<file path="src/hw/matcalc_pkg.sv">
package matcalc_pkg;

    // --------------------------------------------------
    // Sizes and scalar types
    // --------------------------------------------------
    localparam int MAX_DIM   = 4;
    localparam int MAX_ELEMS = 16;

    typedef logic [15:0] elem_t;  // Element, scalar or parsed number
    typedef logic [2:0]  dim_t;   // Row or column count 0..4
    typedef logic [1:0]  idx_t;
    typedef logic [7:0]  char_t;

    // --------------------------------------------------
    // Enums
    // --------------------------------------------------
    typedef enum logic [1:0] {
        OP_ADD       = 2'd1,
        OP_SCALE     = 2'd2,
        OP_TRANSPOSE = 2'd3
    } op_e;

    typedef enum logic {
        JOB_RESULT = 1'b0,
        JOB_ERROR  = 1'b1
    } job_kind_e;

    typedef enum logic [2:0] {
        S_OP, S_M, S_N, S_A, S_B, S_K, S_PRINT, S_WAIT
    } engine_state_e;

    typedef enum logic [3:0] {
        P_IDLE, P_OPEN, P_LATCH, P_CONVERT, P_DIGIT,
        P_SEP, P_CLOSE, P_NEWLINE, P_ERR_E, P_DONE
    } printer_state_e;

    // --------------------------------------------------
    // Structs between engine and printer
    // --------------------------------------------------
    typedef struct packed {
        job_kind_e kind;
        dim_t      rows;
        dim_t      cols;
    } print_job_t;

    typedef struct packed {
        idx_t row;
        idx_t col;
    } elem_addr_t;

endpackage
</file>
<file path="src/hw/matcalc_top.sv">
module matcalc_top #(
    parameter int CLKS_PER_BIT = 868,
    parameter int TX_DEPTH     = 4
) (
    input  logic clk,
    input  logic rst_n,
    input  logic rx,
    output logic tx
);
    matcalc_pkg::char_t      rx_byte;
    logic                    byte_valid;
    matcalc_pkg::elem_t      num;
    logic                    num_valid;
    matcalc_pkg::print_job_t job;
    logic                    job_start;
    logic                    job_done;
    matcalc_pkg::elem_addr_t rd_addr;
    matcalc_pkg::elem_t      rd_data;
    matcalc_pkg::char_t      push_char;
    logic                    push_valid;
    logic                    credit_return;

    // Input side
    uart_rx #(.CLKS_PER_BIT(CLKS_PER_BIT)) u_rx (
        .clk(clk), .rst_n(rst_n), .rx(rx), .rx_byte(rx_byte), .byte_valid(byte_valid)
    );

    num_parser u_parser (
        .clk(clk), .rst_n(rst_n), .rx_byte(rx_byte), .byte_valid(byte_valid),
        .num(num), .num_valid(num_valid)
    );

    matrix_engine u_engine (
        .clk(clk), .rst_n(rst_n), .num(num), .num_valid(num_valid),
        .job(job), .job_start(job_start), .job_done(job_done),
        .rd_addr(rd_addr), .rd_data(rd_data)
    );

    // Output side, credit link between printer and TX buffer
    matrix_printer #(.TX_DEPTH(TX_DEPTH)) u_printer (
        .clk(clk), .rst_n(rst_n), .job(job), .job_start(job_start), .job_done(job_done),
        .rd_addr(rd_addr), .rd_data(rd_data),
        .push_char(push_char), .push_valid(push_valid), .credit_return(credit_return)
    );

    uart_tx #(.CLKS_PER_BIT(CLKS_PER_BIT), .TX_DEPTH(TX_DEPTH)) u_tx (
        .clk(clk), .rst_n(rst_n), .push_char(push_char), .push_valid(push_valid),
        .credit_return(credit_return), .tx(tx)
    );

endmodule

</file>
<file path="src/hw/uart_tx.sv">
module uart_tx #(
    parameter int CLKS_PER_BIT = 868,
    parameter int TX_DEPTH     = 4
) (
    input  logic               clk,
    input  logic               rst_n,
    input  matcalc_pkg::char_t push_char,
    input  logic               push_valid,
    output logic               credit_return,
    output logic               tx
);
    localparam int PW = (TX_DEPTH > 1) ? $clog2(TX_DEPTH) : 1;
    localparam int CW = $clog2(TX_DEPTH + 1);
    localparam int BW = $clog2(CLKS_PER_BIT);

    matcalc_pkg::char_t fifo [TX_DEPTH];
    matcalc_pkg::char_t pop_char;
    logic [PW-1:0]      wr_ptr;
    logic [PW-1:0]      rd_ptr;
    logic [CW-1:0]      count;
    logic               bypass;
    logic               pop;
    logic               wr_en;
    logic               rd_en;
    logic               busy;
    logic               bit_end;
    logic               ser_free;
    logic [BW-1:0]      clk_cnt;
    logic [3:0]         bit_cnt;
    logic [8:0]         shift;  // Stop bit above the data

    assign bit_end  = busy && clk_cnt == BW'(CLKS_PER_BIT - 1);
    assign ser_free = !busy || (bit_end && bit_cnt == 4'd9);
    assign bypass   = count == '0;  // Empty buffer feeds the serializer directly
    assign pop      = ser_free && (!bypass || push_valid);
    assign pop_char = bypass ? push_char : fifo[rd_ptr];
    assign wr_en    = push_valid && !(pop && bypass);
    assign rd_en    = pop && !bypass;

    // --------------------------------------------------
    // Character buffer
    // --------------------------------------------------
    always_ff @(posedge clk) begin
        if (wr_en) fifo[wr_ptr] <= push_char;
    end

    always_ff @(posedge clk or negedge rst_n) begin
        if (!rst_n) begin
            wr_ptr        <= '0;
            rd_ptr        <= '0;
            count         <= '0;
            credit_return <= 1'b0;
        end else begin
            credit_return <= pop;
            if (wr_en) wr_ptr <= (wr_ptr == PW'(TX_DEPTH - 1)) ? '0 : wr_ptr + 1'b1;
            if (rd_en) rd_ptr <= (rd_ptr == PW'(TX_DEPTH - 1)) ? '0 : rd_ptr + 1'b1;
            count <= count + CW'(wr_en) - CW'(rd_en);
        end
    end

    // --------------------------------------------------
    // Serializer
    // --------------------------------------------------
    always_ff @(posedge clk or negedge rst_n) begin
        if (!rst_n) begin
            busy    <= 1'b0;
            tx      <= 1'b1;
            clk_cnt <= '0;
            bit_cnt <= '0;
            shift   <= '1;
        end else if (pop) begin  // Start bit goes out next cycle
            busy    <= 1'b1;
            tx      <= 1'b0;
            shift   <= {1'b1, pop_char};
            clk_cnt <= '0;
            bit_cnt <= '0;
        end else if (busy) begin
            if (bit_end) begin
                clk_cnt <= '0;
                if (bit_cnt == 4'd9) begin
                    busy <= 1'b0;
                end else begin
                    tx      <= shift[0];
                    shift   <= {1'b1, shift[8:1]};
                    bit_cnt <= bit_cnt + 4'd1;
                end
            end else begin
                clk_cnt <= clk_cnt + 1'b1;
            end
        end
    end

endmodule

</file>
<file path="src/hw/matrix_printer.sv">
module matrix_printer #(
    parameter int TX_DEPTH = 4
) (
    input  logic                    clk,
    input  logic                    rst_n,
    input  matcalc_pkg::print_job_t job,
    input  logic                    job_start,
    output logic                    job_done,
    output matcalc_pkg::elem_addr_t rd_addr,
    input  matcalc_pkg::elem_t      rd_data,
    output matcalc_pkg::char_t      push_char,
    output logic                    push_valid,
    input  logic                    credit_return
);
    localparam int CW = $clog2(TX_DEPTH + 1);

    matcalc_pkg::printer_state_e state;
    matcalc_pkg::print_job_t     cur;
    matcalc_pkg::idx_t           row;
    matcalc_pkg::idx_t           col;
    matcalc_pkg::elem_t          val;
    logic [3:0]                  digits [5];  // Index 0 is the units digit
    logic [2:0]                  dig_idx;
    logic                        started;
    logic [CW-1:0]               credits;
    logic                        want;
    logic                        skip;
    logic                        last_col;
    logic                        last_row;

    assign rd_addr    = '{row: row, col: col};
    assign last_col   = col == matcalc_pkg::idx_t'(cur.cols - 3'd1);
    assign last_row   = row == matcalc_pkg::idx_t'(cur.rows - 3'd1);
    assign skip       = !started && digits[dig_idx] == 4'd0 && dig_idx != 3'd0;
    assign job_done   = state == matcalc_pkg::P_DONE;
    assign push_valid = want && credits != '0;

    // --------------------------------------------------
    // Character selection
    // --------------------------------------------------
    always_comb begin
        want      = 1'b1;
        push_char = "\n";
        case (state)
            matcalc_pkg::P_OPEN:  push_char = "[";
            matcalc_pkg::P_DIGIT: begin
                want      = !skip;
                push_char = {4'h3, digits[dig_idx]};
            end
            matcalc_pkg::P_SEP:     push_char = last_col ? "\n" : " ";
            matcalc_pkg::P_CLOSE:   push_char = "]";
            matcalc_pkg::P_ERR_E:   push_char = "E";
            matcalc_pkg::P_NEWLINE: push_char = "\n";
            default:                want = 1'b0;
        endcase
    end

    // Credits back from the TX buffer, one spent per push
    always_ff @(posedge clk or negedge rst_n) begin
        if (!rst_n) credits <= CW'(TX_DEPTH);
        else credits <= credits + CW'(credit_return) - CW'(push_valid);
    end

    always_ff @(posedge clk) begin
        if (state == matcalc_pkg::P_IDLE && job_start) cur <= job;
        if (state == matcalc_pkg::P_LATCH) begin
            val <= rd_data;
        end else if (state == matcalc_pkg::P_CONVERT) begin
            digits[dig_idx] <= 4'(val % 16'd10);
            val             <= val / 16'd10;
        end
    end

    // --------------------------------------------------
    // Walk the result
    // --------------------------------------------------
    always_ff @(posedge clk or negedge rst_n) begin
        if (!rst_n) begin
            state   <= matcalc_pkg::P_IDLE;
            row     <= '0;
            col     <= '0;
            dig_idx <= '0;
            started <= 1'b0;
        end else begin
            case (state)
                matcalc_pkg::P_IDLE: if (job_start) begin
                    row   <= '0;
                    col   <= '0;
                    state <= (job.kind == matcalc_pkg::JOB_ERROR) ?
                             matcalc_pkg::P_ERR_E : matcalc_pkg::P_OPEN;
                end
                matcalc_pkg::P_OPEN: if (push_valid) state <= matcalc_pkg::P_LATCH;
                matcalc_pkg::P_LATCH: begin
                    dig_idx <= '0;
                    state   <= matcalc_pkg::P_CONVERT;
                end
                matcalc_pkg::P_CONVERT: begin  // Five divide steps
                    dig_idx <= dig_idx + 3'd1;
                    if (dig_idx == 3'd4) begin
                        dig_idx <= 3'd4;
                        started <= 1'b0;
                        state   <= matcalc_pkg::P_DIGIT;
                    end
                end
                matcalc_pkg::P_DIGIT: begin
                    if (skip) begin
                        dig_idx <= dig_idx - 3'd1;  // Leading zero
                    end else if (push_valid) begin
                        started <= 1'b1;
                        if (dig_idx != 3'd0) dig_idx <= dig_idx - 3'd1;
                        else if (last_col && last_row) state <= matcalc_pkg::P_CLOSE;
                        else state <= matcalc_pkg::P_SEP;
                    end
                end
                matcalc_pkg::P_SEP: if (push_valid) begin
                    if (last_col) begin
                        col <= '0;
                        row <= row + 2'd1;
                    end else begin
                        col <= col + 2'd1;
                    end
                    state <= matcalc_pkg::P_LATCH;
                end
                matcalc_pkg::P_CLOSE, matcalc_pkg::P_ERR_E: begin
                    if (push_valid) state <= matcalc_pkg::P_NEWLINE;
                end
                matcalc_pkg::P_NEWLINE: if (push_valid) state <= matcalc_pkg::P_DONE;
                default: state <= matcalc_pkg::P_IDLE;
            endcase
        end
    end

endmodule

</file>
<file path="src/hw/matrix_engine.sv">
module matrix_engine (
    input  logic                    clk,
    input  logic                    rst_n,
    input  matcalc_pkg::elem_t      num,
    input  logic                    num_valid,
    output matcalc_pkg::print_job_t job,
    output logic                    job_start,
    input  logic                    job_done,
    input  matcalc_pkg::elem_addr_t rd_addr,
    output matcalc_pkg::elem_t      rd_data
);
    matcalc_pkg::engine_state_e state;
    matcalc_pkg::op_e           op;
    matcalc_pkg::dim_t          m;
    matcalc_pkg::dim_t          n;
    matcalc_pkg::idx_t          row;
    matcalc_pkg::idx_t          col;
    matcalc_pkg::elem_t         mat_a [matcalc_pkg::MAX_ELEMS];
    matcalc_pkg::elem_t         mat_b [matcalc_pkg::MAX_ELEMS];
    matcalc_pkg::elem_t         scalar;
    matcalc_pkg::elem_t         a_val;
    logic                       op_ok;
    logic                       dim_ok;
    logic                       last_col;
    logic                       last_elem;

    assign op_ok     = num != '0 && num <= 16'(matcalc_pkg::OP_TRANSPOSE);
    assign dim_ok    = num != '0 && num <= 16'(matcalc_pkg::MAX_DIM);
    assign last_col  = col == matcalc_pkg::idx_t'(n - 3'd1);
    assign last_elem = last_col && row == matcalc_pkg::idx_t'(m - 3'd1);
    assign job_start = state == matcalc_pkg::S_PRINT;  // One cycle, then S_WAIT

    // --------------------------------------------------
    // Command sequencing
    // --------------------------------------------------
    always_ff @(posedge clk or negedge rst_n) begin
        if (!rst_n) begin
            state <= matcalc_pkg::S_OP;
            op    <= matcalc_pkg::OP_ADD;
            m     <= '0;
            n     <= '0;
            row   <= '0;
            col   <= '0;
            job   <= '0;
        end else begin
            case (state)
                matcalc_pkg::S_OP: if (num_valid) begin
                    if (op_ok) begin
                        op    <= matcalc_pkg::op_e'(num[1:0]);
                        state <= matcalc_pkg::S_M;
                    end else begin
                        job   <= '{kind: matcalc_pkg::JOB_ERROR, rows: '0, cols: '0};
                        state <= matcalc_pkg::S_PRINT;
                    end
                end
                matcalc_pkg::S_M, matcalc_pkg::S_N: if (num_valid) begin
                    if (!dim_ok) begin
                        job   <= '{kind: matcalc_pkg::JOB_ERROR, rows: '0, cols: '0};
                        state <= matcalc_pkg::S_PRINT;
                    end else if (state == matcalc_pkg::S_M) begin
                        m     <= matcalc_pkg::dim_t'(num);
                        state <= matcalc_pkg::S_N;
                    end else begin
                        n     <= matcalc_pkg::dim_t'(num);
                        row   <= '0;
                        col   <= '0;
                        state <= matcalc_pkg::S_A;
                    end
                end
                matcalc_pkg::S_A, matcalc_pkg::S_B: if (num_valid) begin
                    if (last_col) begin  // Row-major walk
                        col <= '0;
                        row <= row + 2'd1;
                    end else begin
                        col <= col + 2'd1;
                    end
                    if (last_elem) begin
                        row <= '0;
                        col <= '0;
                        job <= '{kind: matcalc_pkg::JOB_RESULT, rows: m, cols: n};
                        if (state == matcalc_pkg::S_B) begin
                            state <= matcalc_pkg::S_PRINT;
                        end else begin
                            case (op)
                                matcalc_pkg::OP_ADD:   state <= matcalc_pkg::S_B;
                                matcalc_pkg::OP_SCALE: state <= matcalc_pkg::S_K;
                                default: begin  // Transpose swaps the shape
                                    job   <= '{kind: matcalc_pkg::JOB_RESULT, rows: n, cols: m};
                                    state <= matcalc_pkg::S_PRINT;
                                end
                            endcase
                        end
                    end
                end
                matcalc_pkg::S_K: if (num_valid) begin
                    state <= matcalc_pkg::S_PRINT;
                end
                matcalc_pkg::S_PRINT: state <= matcalc_pkg::S_WAIT;
                matcalc_pkg::S_WAIT:  if (job_done) state <= matcalc_pkg::S_OP;  // Input dropped
                default: state <= matcalc_pkg::S_OP;
            endcase
        end
    end

    // --------------------------------------------------
    // Operand storage
    // --------------------------------------------------
    always_ff @(posedge clk) begin
        if (num_valid) begin
            if (state == matcalc_pkg::S_A) mat_a[{row, col}] <= num;
            if (state == matcalc_pkg::S_B) mat_b[{row, col}] <= num;
            if (state == matcalc_pkg::S_K) scalar <= num;
        end
    end

    // Result element for the printer's read port
    always_comb begin
        if (op == matcalc_pkg::OP_TRANSPOSE) a_val = mat_a[{rd_addr.col, rd_addr.row}];
        else a_val = mat_a[{rd_addr.row, rd_addr.col}];
        case (op)
            matcalc_pkg::OP_ADD:   rd_data = a_val + mat_b[{rd_addr.row, rd_addr.col}];
            matcalc_pkg::OP_SCALE: rd_data = a_val * scalar;  // Low 16 bits kept
            default:               rd_data = a_val;
        endcase
    end

endmodule

</file>
<file path="src/hw/num_parser.sv">
module num_parser (
    input  logic               clk,
    input  logic               rst_n,
    input  matcalc_pkg::char_t rx_byte,
    input  logic               byte_valid,
    output matcalc_pkg::elem_t num,
    output logic               num_valid
);
    matcalc_pkg::elem_t acc;
    logic               seen;
    logic               is_digit;

    assign is_digit = rx_byte >= "0" && rx_byte <= "9";

    always_ff @(posedge clk or negedge rst_n) begin
        if (!rst_n) begin
            acc       <= '0;
            seen      <= 1'b0;
            num       <= '0;
            num_valid <= 1'b0;
        end else begin
            num_valid <= 1'b0;
            if (byte_valid) begin
                if (is_digit) begin
                    // acc * 10 + digit, wraps at 16 bits
                    acc  <= (acc << 3) + (acc << 1) + matcalc_pkg::elem_t'(rx_byte[3:0]);
                    seen <= 1'b1;
                end else begin
                    if (seen) begin
                        num       <= acc;
                        num_valid <= 1'b1;
                    end
                    acc  <= '0;
                    seen <= 1'b0;
                end
            end
        end
    end

endmodule

</file>
<file path="src/hw/uart_rx.sv">
module uart_rx #(
    parameter int CLKS_PER_BIT = 868
) (
    input  logic               clk,
    input  logic               rst_n,
    input  logic               rx,
    output matcalc_pkg::char_t rx_byte,
    output logic               byte_valid
);
    localparam int BW = $clog2(CLKS_PER_BIT);

    logic          rx_meta;
    logic          rx_sync;
    logic          busy;
    logic [BW-1:0] clk_cnt;
    logic [BW-1:0] target;
    logic [3:0]    bit_cnt;   // 0 start, 1..8 data, 9 stop
    logic [7:0]    shift;

    // Half period to reach mid start bit, full period afterwards
    assign target = (bit_cnt == 4'd0) ? BW'(CLKS_PER_BIT / 2 - 1) : BW'(CLKS_PER_BIT - 1);

    always_ff @(posedge clk or negedge rst_n) begin
        if (!rst_n) begin
            rx_meta <= 1'b1;
            rx_sync <= 1'b1;
        end else begin
            rx_meta <= rx;
            rx_sync <= rx_meta;
        end
    end

    always_ff @(posedge clk or negedge rst_n) begin
        if (!rst_n) begin
            busy       <= 1'b0;
            clk_cnt    <= '0;
            bit_cnt    <= '0;
            shift      <= '0;
            rx_byte    <= '0;
            byte_valid <= 1'b0;
        end else begin
            byte_valid <= 1'b0;
            if (!busy) begin
                if (!rx_sync) begin  // Falling edge of start bit
                    busy    <= 1'b1;
                    clk_cnt <= '0;
                    bit_cnt <= '0;
                end
            end else if (clk_cnt != target) begin
                clk_cnt <= clk_cnt + 1'b1;
            end else begin
                clk_cnt <= '0;
                bit_cnt <= bit_cnt + 4'd1;
                if (bit_cnt == 4'd0) begin
                    if (rx_sync) busy <= 1'b0;  // Glitch, not a start bit
                end else if (bit_cnt == 4'd9) begin
                    busy <= 1'b0;
                    if (rx_sync) begin  // Framing error drops the byte
                        rx_byte    <= shift;
                        byte_valid <= 1'b1;
                    end
                end else begin
                    shift <= {rx_sync, shift[7:1]};  // LSB first
                end
            end
        end
    end

endmodule

</file>
<file path="config.mk">
export PLATFORM = sky130hd
export DESIGN_NAME = matcalc_top
export DESIGN_NICKNAME = d
export VERILOG_FILES = /design/src/hw/matcalc_pkg.sv /design/src/hw/matcalc_top.sv /design/src/hw/uart_tx.sv /design/src/hw/matrix_printer.sv /design/src/hw/matrix_engine.sv /design/src/hw/num_parser.sv /design/src/hw/uart_rx.sv
export SDC_FILE = /design/constraint.sdc
export NUM_CORES = 2
export LEC_CHECK = 0
export ABC_AREA = 1
export BUFFER_PORTS_ARGS = -buffer_cell sky130_fd_sc_hd__buf_2
export CAP_MARGIN = 10
export CORE_MARGIN = 8
export CORE_UTILIZATION = 35
export DETAILED_ROUTE_END_ITERATION = 10
export HOLD_SLACK_MARGIN = 0.12
export SLEW_MARGIN = 40
export SYNTH_ARGS = -nofsm -noshare
export SYNTH_HDL_FRONTEND = slang
export SYNTH_SLANG_ARGS = --single-unit
</file>
<file path="constraint.sdc">
create_clock -name clk -period 6.8 [get_ports clk]
set_input_delay 0.68 -clock clk [delete_from_list [all_inputs] [get_ports clk]]
set_output_delay 0.68 -clock clk [all_outputs]
set_load 0.02 [all_outputs]
</file>
==> flow_metrics.tcl <==
set metrics [dict create \
    power_density_nw_per_um2 204 \
    fin_crit_sh 1.02 \
    grt_pass1_wl_um 164000 \
    grt_pass1_vias 27782 \
    num_vias 28589 \
    track_usage 0.178 \
    hpwl_um 71300 \
    grt_max_degree 52 \
    p_leak_nw 17.0 \
    place.gp.congestion 0.955 \
    chipWidth_um 344 \
    root_buffer "clkbuf_16" \
    yosysTopAreaCell "edfxtp_1" \
    avgSynthCellArea_sq_um 10.3 \
    finalHoldViolations 0 \
    yosysSeqAreaShare 0.563 \
    dieArea_sq_um 119000 \
    synth.net_count 3875 \
    hp-class "flip-flop to flip-flop" \
    synthFlopType "edfxtp_1" \
    max-vdd-ir-drop_mv 0.203 \
    clkTransAtPathRegs_ns 0.07 \
    fin_nets 4073 \
    final_max_slew_viol_count 0 \
    syn_area_sq_um 37800 \
    port_buffers 3 \
    overflow 0 \
    coreArea_sq_um 107000 \
    cts_buffer_depth 3 \
    end_kind "flip-flop" \
    preCtsSetupSlack_ns -0.407 \
    clock_latency_ns 0.66 \
    yosys_warnings 0 \
    placementRows 120 \
    layout-area-overhead-vs-synth_pct 18.5 \
    cts_inserted_buffers 77 \
    critPathSlowestCell "fa_1" \
    drtPass1Iterations 5 \
    violations "setup timing" \
    grt_setup_unrepaired "yes" \
    start_util 0.353 \
    setup_viol 2 \
    h-tree-depth 3 \
    yosys_register_bits 729 \
    vias_per_cell 5.36 \
    path_class "flip-flop to flip-flop" \
    critical_path_arrival_ns 7.27 \
    min_period_ns 6.93 \
    layout-drive-gt1-share 0.160 \
    antenna_found_initial 4 \
    ant_nets 0 \
    drt_iter0_drc 2816 \
    drt_wl_total_um 108000 \
    crit_top_cell "fa_1" \
    ys_types 55 \
    hold_ws_ns 0.354 \
    route.detailed.drc 0 \
    async_reset_ff_frac 0.182 \
    worst_slew_pin_slew_ns 0.885 \
    clock.fmax_mhz 144 \
    ys_top_cells_by_area "edfxtp_1 47%, dfrtp_1 8.0%, o21ai_0 5.8%" \
    wl_per_cell_um 20.2 \
    worstSetupStartpointType "flip-flop" \
    required_ns 7.14 \
    cts.sinks 729 \
    slowest_delay_ns 0.57 \
    fin_ws_ns -0.134 \
    critical_path.max_fanout 12 \
    die_h_um 344 \
    io_pins 4 \
    finClkSkew_ns 0.0477 \
    synth_edf_count 596 \
    yosysTopAreaCellShare 0.474 \
    status "finished with violations" \
    cts_tree "done" \
    slew-limit-headroom 0.410 \
    synth_cells 3666 \
    cap_violations 0 \
]
## what timing repair did
| item | in CTS | in global routing |
|---|---|---|
| hold endpoints to repair | 32 | 0 |
| hold buffers | 2 | 0 |
| gates cloned | 3 | 2 |
| setup endpoints to repair | 3 | 5 |
| pin swaps | 28 | 74 |
| gates resized for setup | 58 | 101 |
| buffers inserted | 25 | 14 |
## worst max-delay path: cells and delay by family (launching register included)
| kind | cells | cell delay [ns] |
|---|---|---|
| compound gates | 5 | 0.80 |
| xor+xnor | 6 | 1.15 |
| fa+ha+maj | 6 | 2.95 |
| buf+inv | 7 | 0.75 |
| flops | 1 | 0.53 |
| simple gates | 4 | 0.44 |
## final timing paths
kind,from,end,slack (ns),cells past startpoint
max,u_printer.row[0],u_printer.val[15],-0.13,28
min,u_rx.rx_meta,u_rx.rx_sync,0.35,0
max reg2reg,u_printer.row[0],u_printer.val[15],-0.13,28
min reg2reg,u_rx.rx_meta,u_rx.rx_sync,0.35,0
max in group asynchronous,rst_n,u_parser.num[8],5.03,4
min in group asynchronous,rst_n,u_printer.row[0],0.53,2
## cell usage after synthesis, drive strengths merged, types with 4 or more instances
cell	count
clkbuf	139
o221ai	124
inv	512
o21bai	8
o22ai	20
o32ai	6
o31ai	6
ha	121
edfxtp	596
xor2	35
a31oi	8
nand3	139
o2111ai	4
nand2	487
dfrtp	120
dfstp	13
buf	17
o211ai	27
xnor2	23
nand4	9
a21oi	199
a22oi	55
o21ai	444
nor3	58
nor2	311
nor4	10
fa	85
a221oi	38
mux2i	6
clkinv	18
## cells by family after synthesis
family | after synthesis | share of synthesized area
and+or+nand+nor | 1027 | 0.116
AOI/OAI and AO/OA | 951 | 0.152
DFF | 729 | 0.563
buffers and inverters | 686 | 0.0682
adders and majority gates | 206 | 0.0852
xor gates and xnor gates | 58 | 0.0135
muxes | 9 | 0.00249
## area by class of cell
| type | count | area, sq um |
|---|---|---|
| clock inverters | 48 | 578 |
| repair inverters | 1 | 11.3 |
| diodes | 4 | 10.0 |
| inverters | 530 | 2020 |
| well taps | 1403 | 1760 |
| multi-input cells | 2251 | 14600 |
| fillers | 10109 | 62300 |
| repair buffers | 274 | 2470 |
| clock buffers | 92 | 2000 |
| flip-flops and latches | 729 | 21300 |
## layout by cell type, fill, tap and decap left out, types with 8 or more instances in the layout
| cell | count |
|---|---|
| clkbuf_16 | 80 |
| nand2_1 | 424 |
| fa_1 | 83 |
| a22oi_1 | 53 |
| ha_1 | 112 |
| nor3_1 | 24 |
| nor3_2 | 32 |
| dfstp_2 | 13 |
| buf_6 | 25 |
| o221ai_1 | 93 |
| a221oi_1 | 37 |
| o21ai_0 | 429 |
| nor2_1 | 294 |
| xor2_1 | 35 |
| xnor2_1 | 21 |
| clkinv_2 | 13 |
| nand3_1 | 133 |
| buf_4 | 222 |
| nand4_1 | 9 |
| nand2_2 | 55 |
| o21bai_1 | 8 |
| clkbuf_1 | 14 |
| nand2_4 | 8 |
| o211ai_1 | 27 |
| buf_12 | 14 |
| inv_2 | 25 |
| clkinv_1 | 26 |
| o221ai_2 | 30 |
| o22ai_1 | 20 |
| dfrtp_1 | 115 |
| bufinv_16 | 9 |
| nor4_1 | 8 |
| o21ai_1 | 12 |
| nor2_2 | 10 |
| edfxtp_1 | 596 |
| a21oi_1 | 191 |
| inv_1 | 484 |
## through the flow
stage / cells / area, sq um / utilization / setup TNS, ns / total power [mW]
finish: 5332 / 44700 / 0.418 / -0.187 / 9.12
global route: 5328 / 44700 / 0.418 / -1.18 / 9.37
CTS: 5313 / 44100 / 0.412 / -0.288 / 9.20
detailed placement: 5143 / 41000 / 0.383 / -0.413 / 4.88
global placement: 5142 / 41000 / 0.383 / -0.311 / 4.88
floorplan: 3666 / 37800 / - / 0 / 4.86
## power breakdown
group,leakage (nW),total [mW],internal [mW],switching (mW)
logic,9.78,0.0207,0.00366,0.0170
registers,5.96,4.77,4.77,0.000139
clock network,1.24,4.33,2.48,1.85
total,17.0,9.12,7.26,1.87
## layer usage
layer	wire length [um]	vias to the layer above	global-route usage
met1	46700	14004	0.245
met2	49200	1060	0.282
li1	-	13270	-
met5	17	-	0
met3	7730	253	0.0314
met4	3850	2	0.0632
## sequential cells by signal (all words and copies together), names as in the netlist, 5 cells and up
| signal | count |
|---|---|
| u_tx.fifo | 28 |
| u_engine.mat_b | 256 |
| u_engine.scalar | 16 |
| u_parser.acc | 16 |
| u_tx.clk_cnt | 10 |
| u_printer.digits | 20 |
| u_rx.rx_byte | 8 |
| u_parser.num | 16 |
| u_rx.shift | 8 |
| u_engine.mat_a | 256 |
| u_rx.clk_cnt | 10 |
| u_printer.val | 16 |
| u_engine.job | 5 |
| u_tx.shift | 8 |
Note: power is estimated with default switching activity, not from simulation.
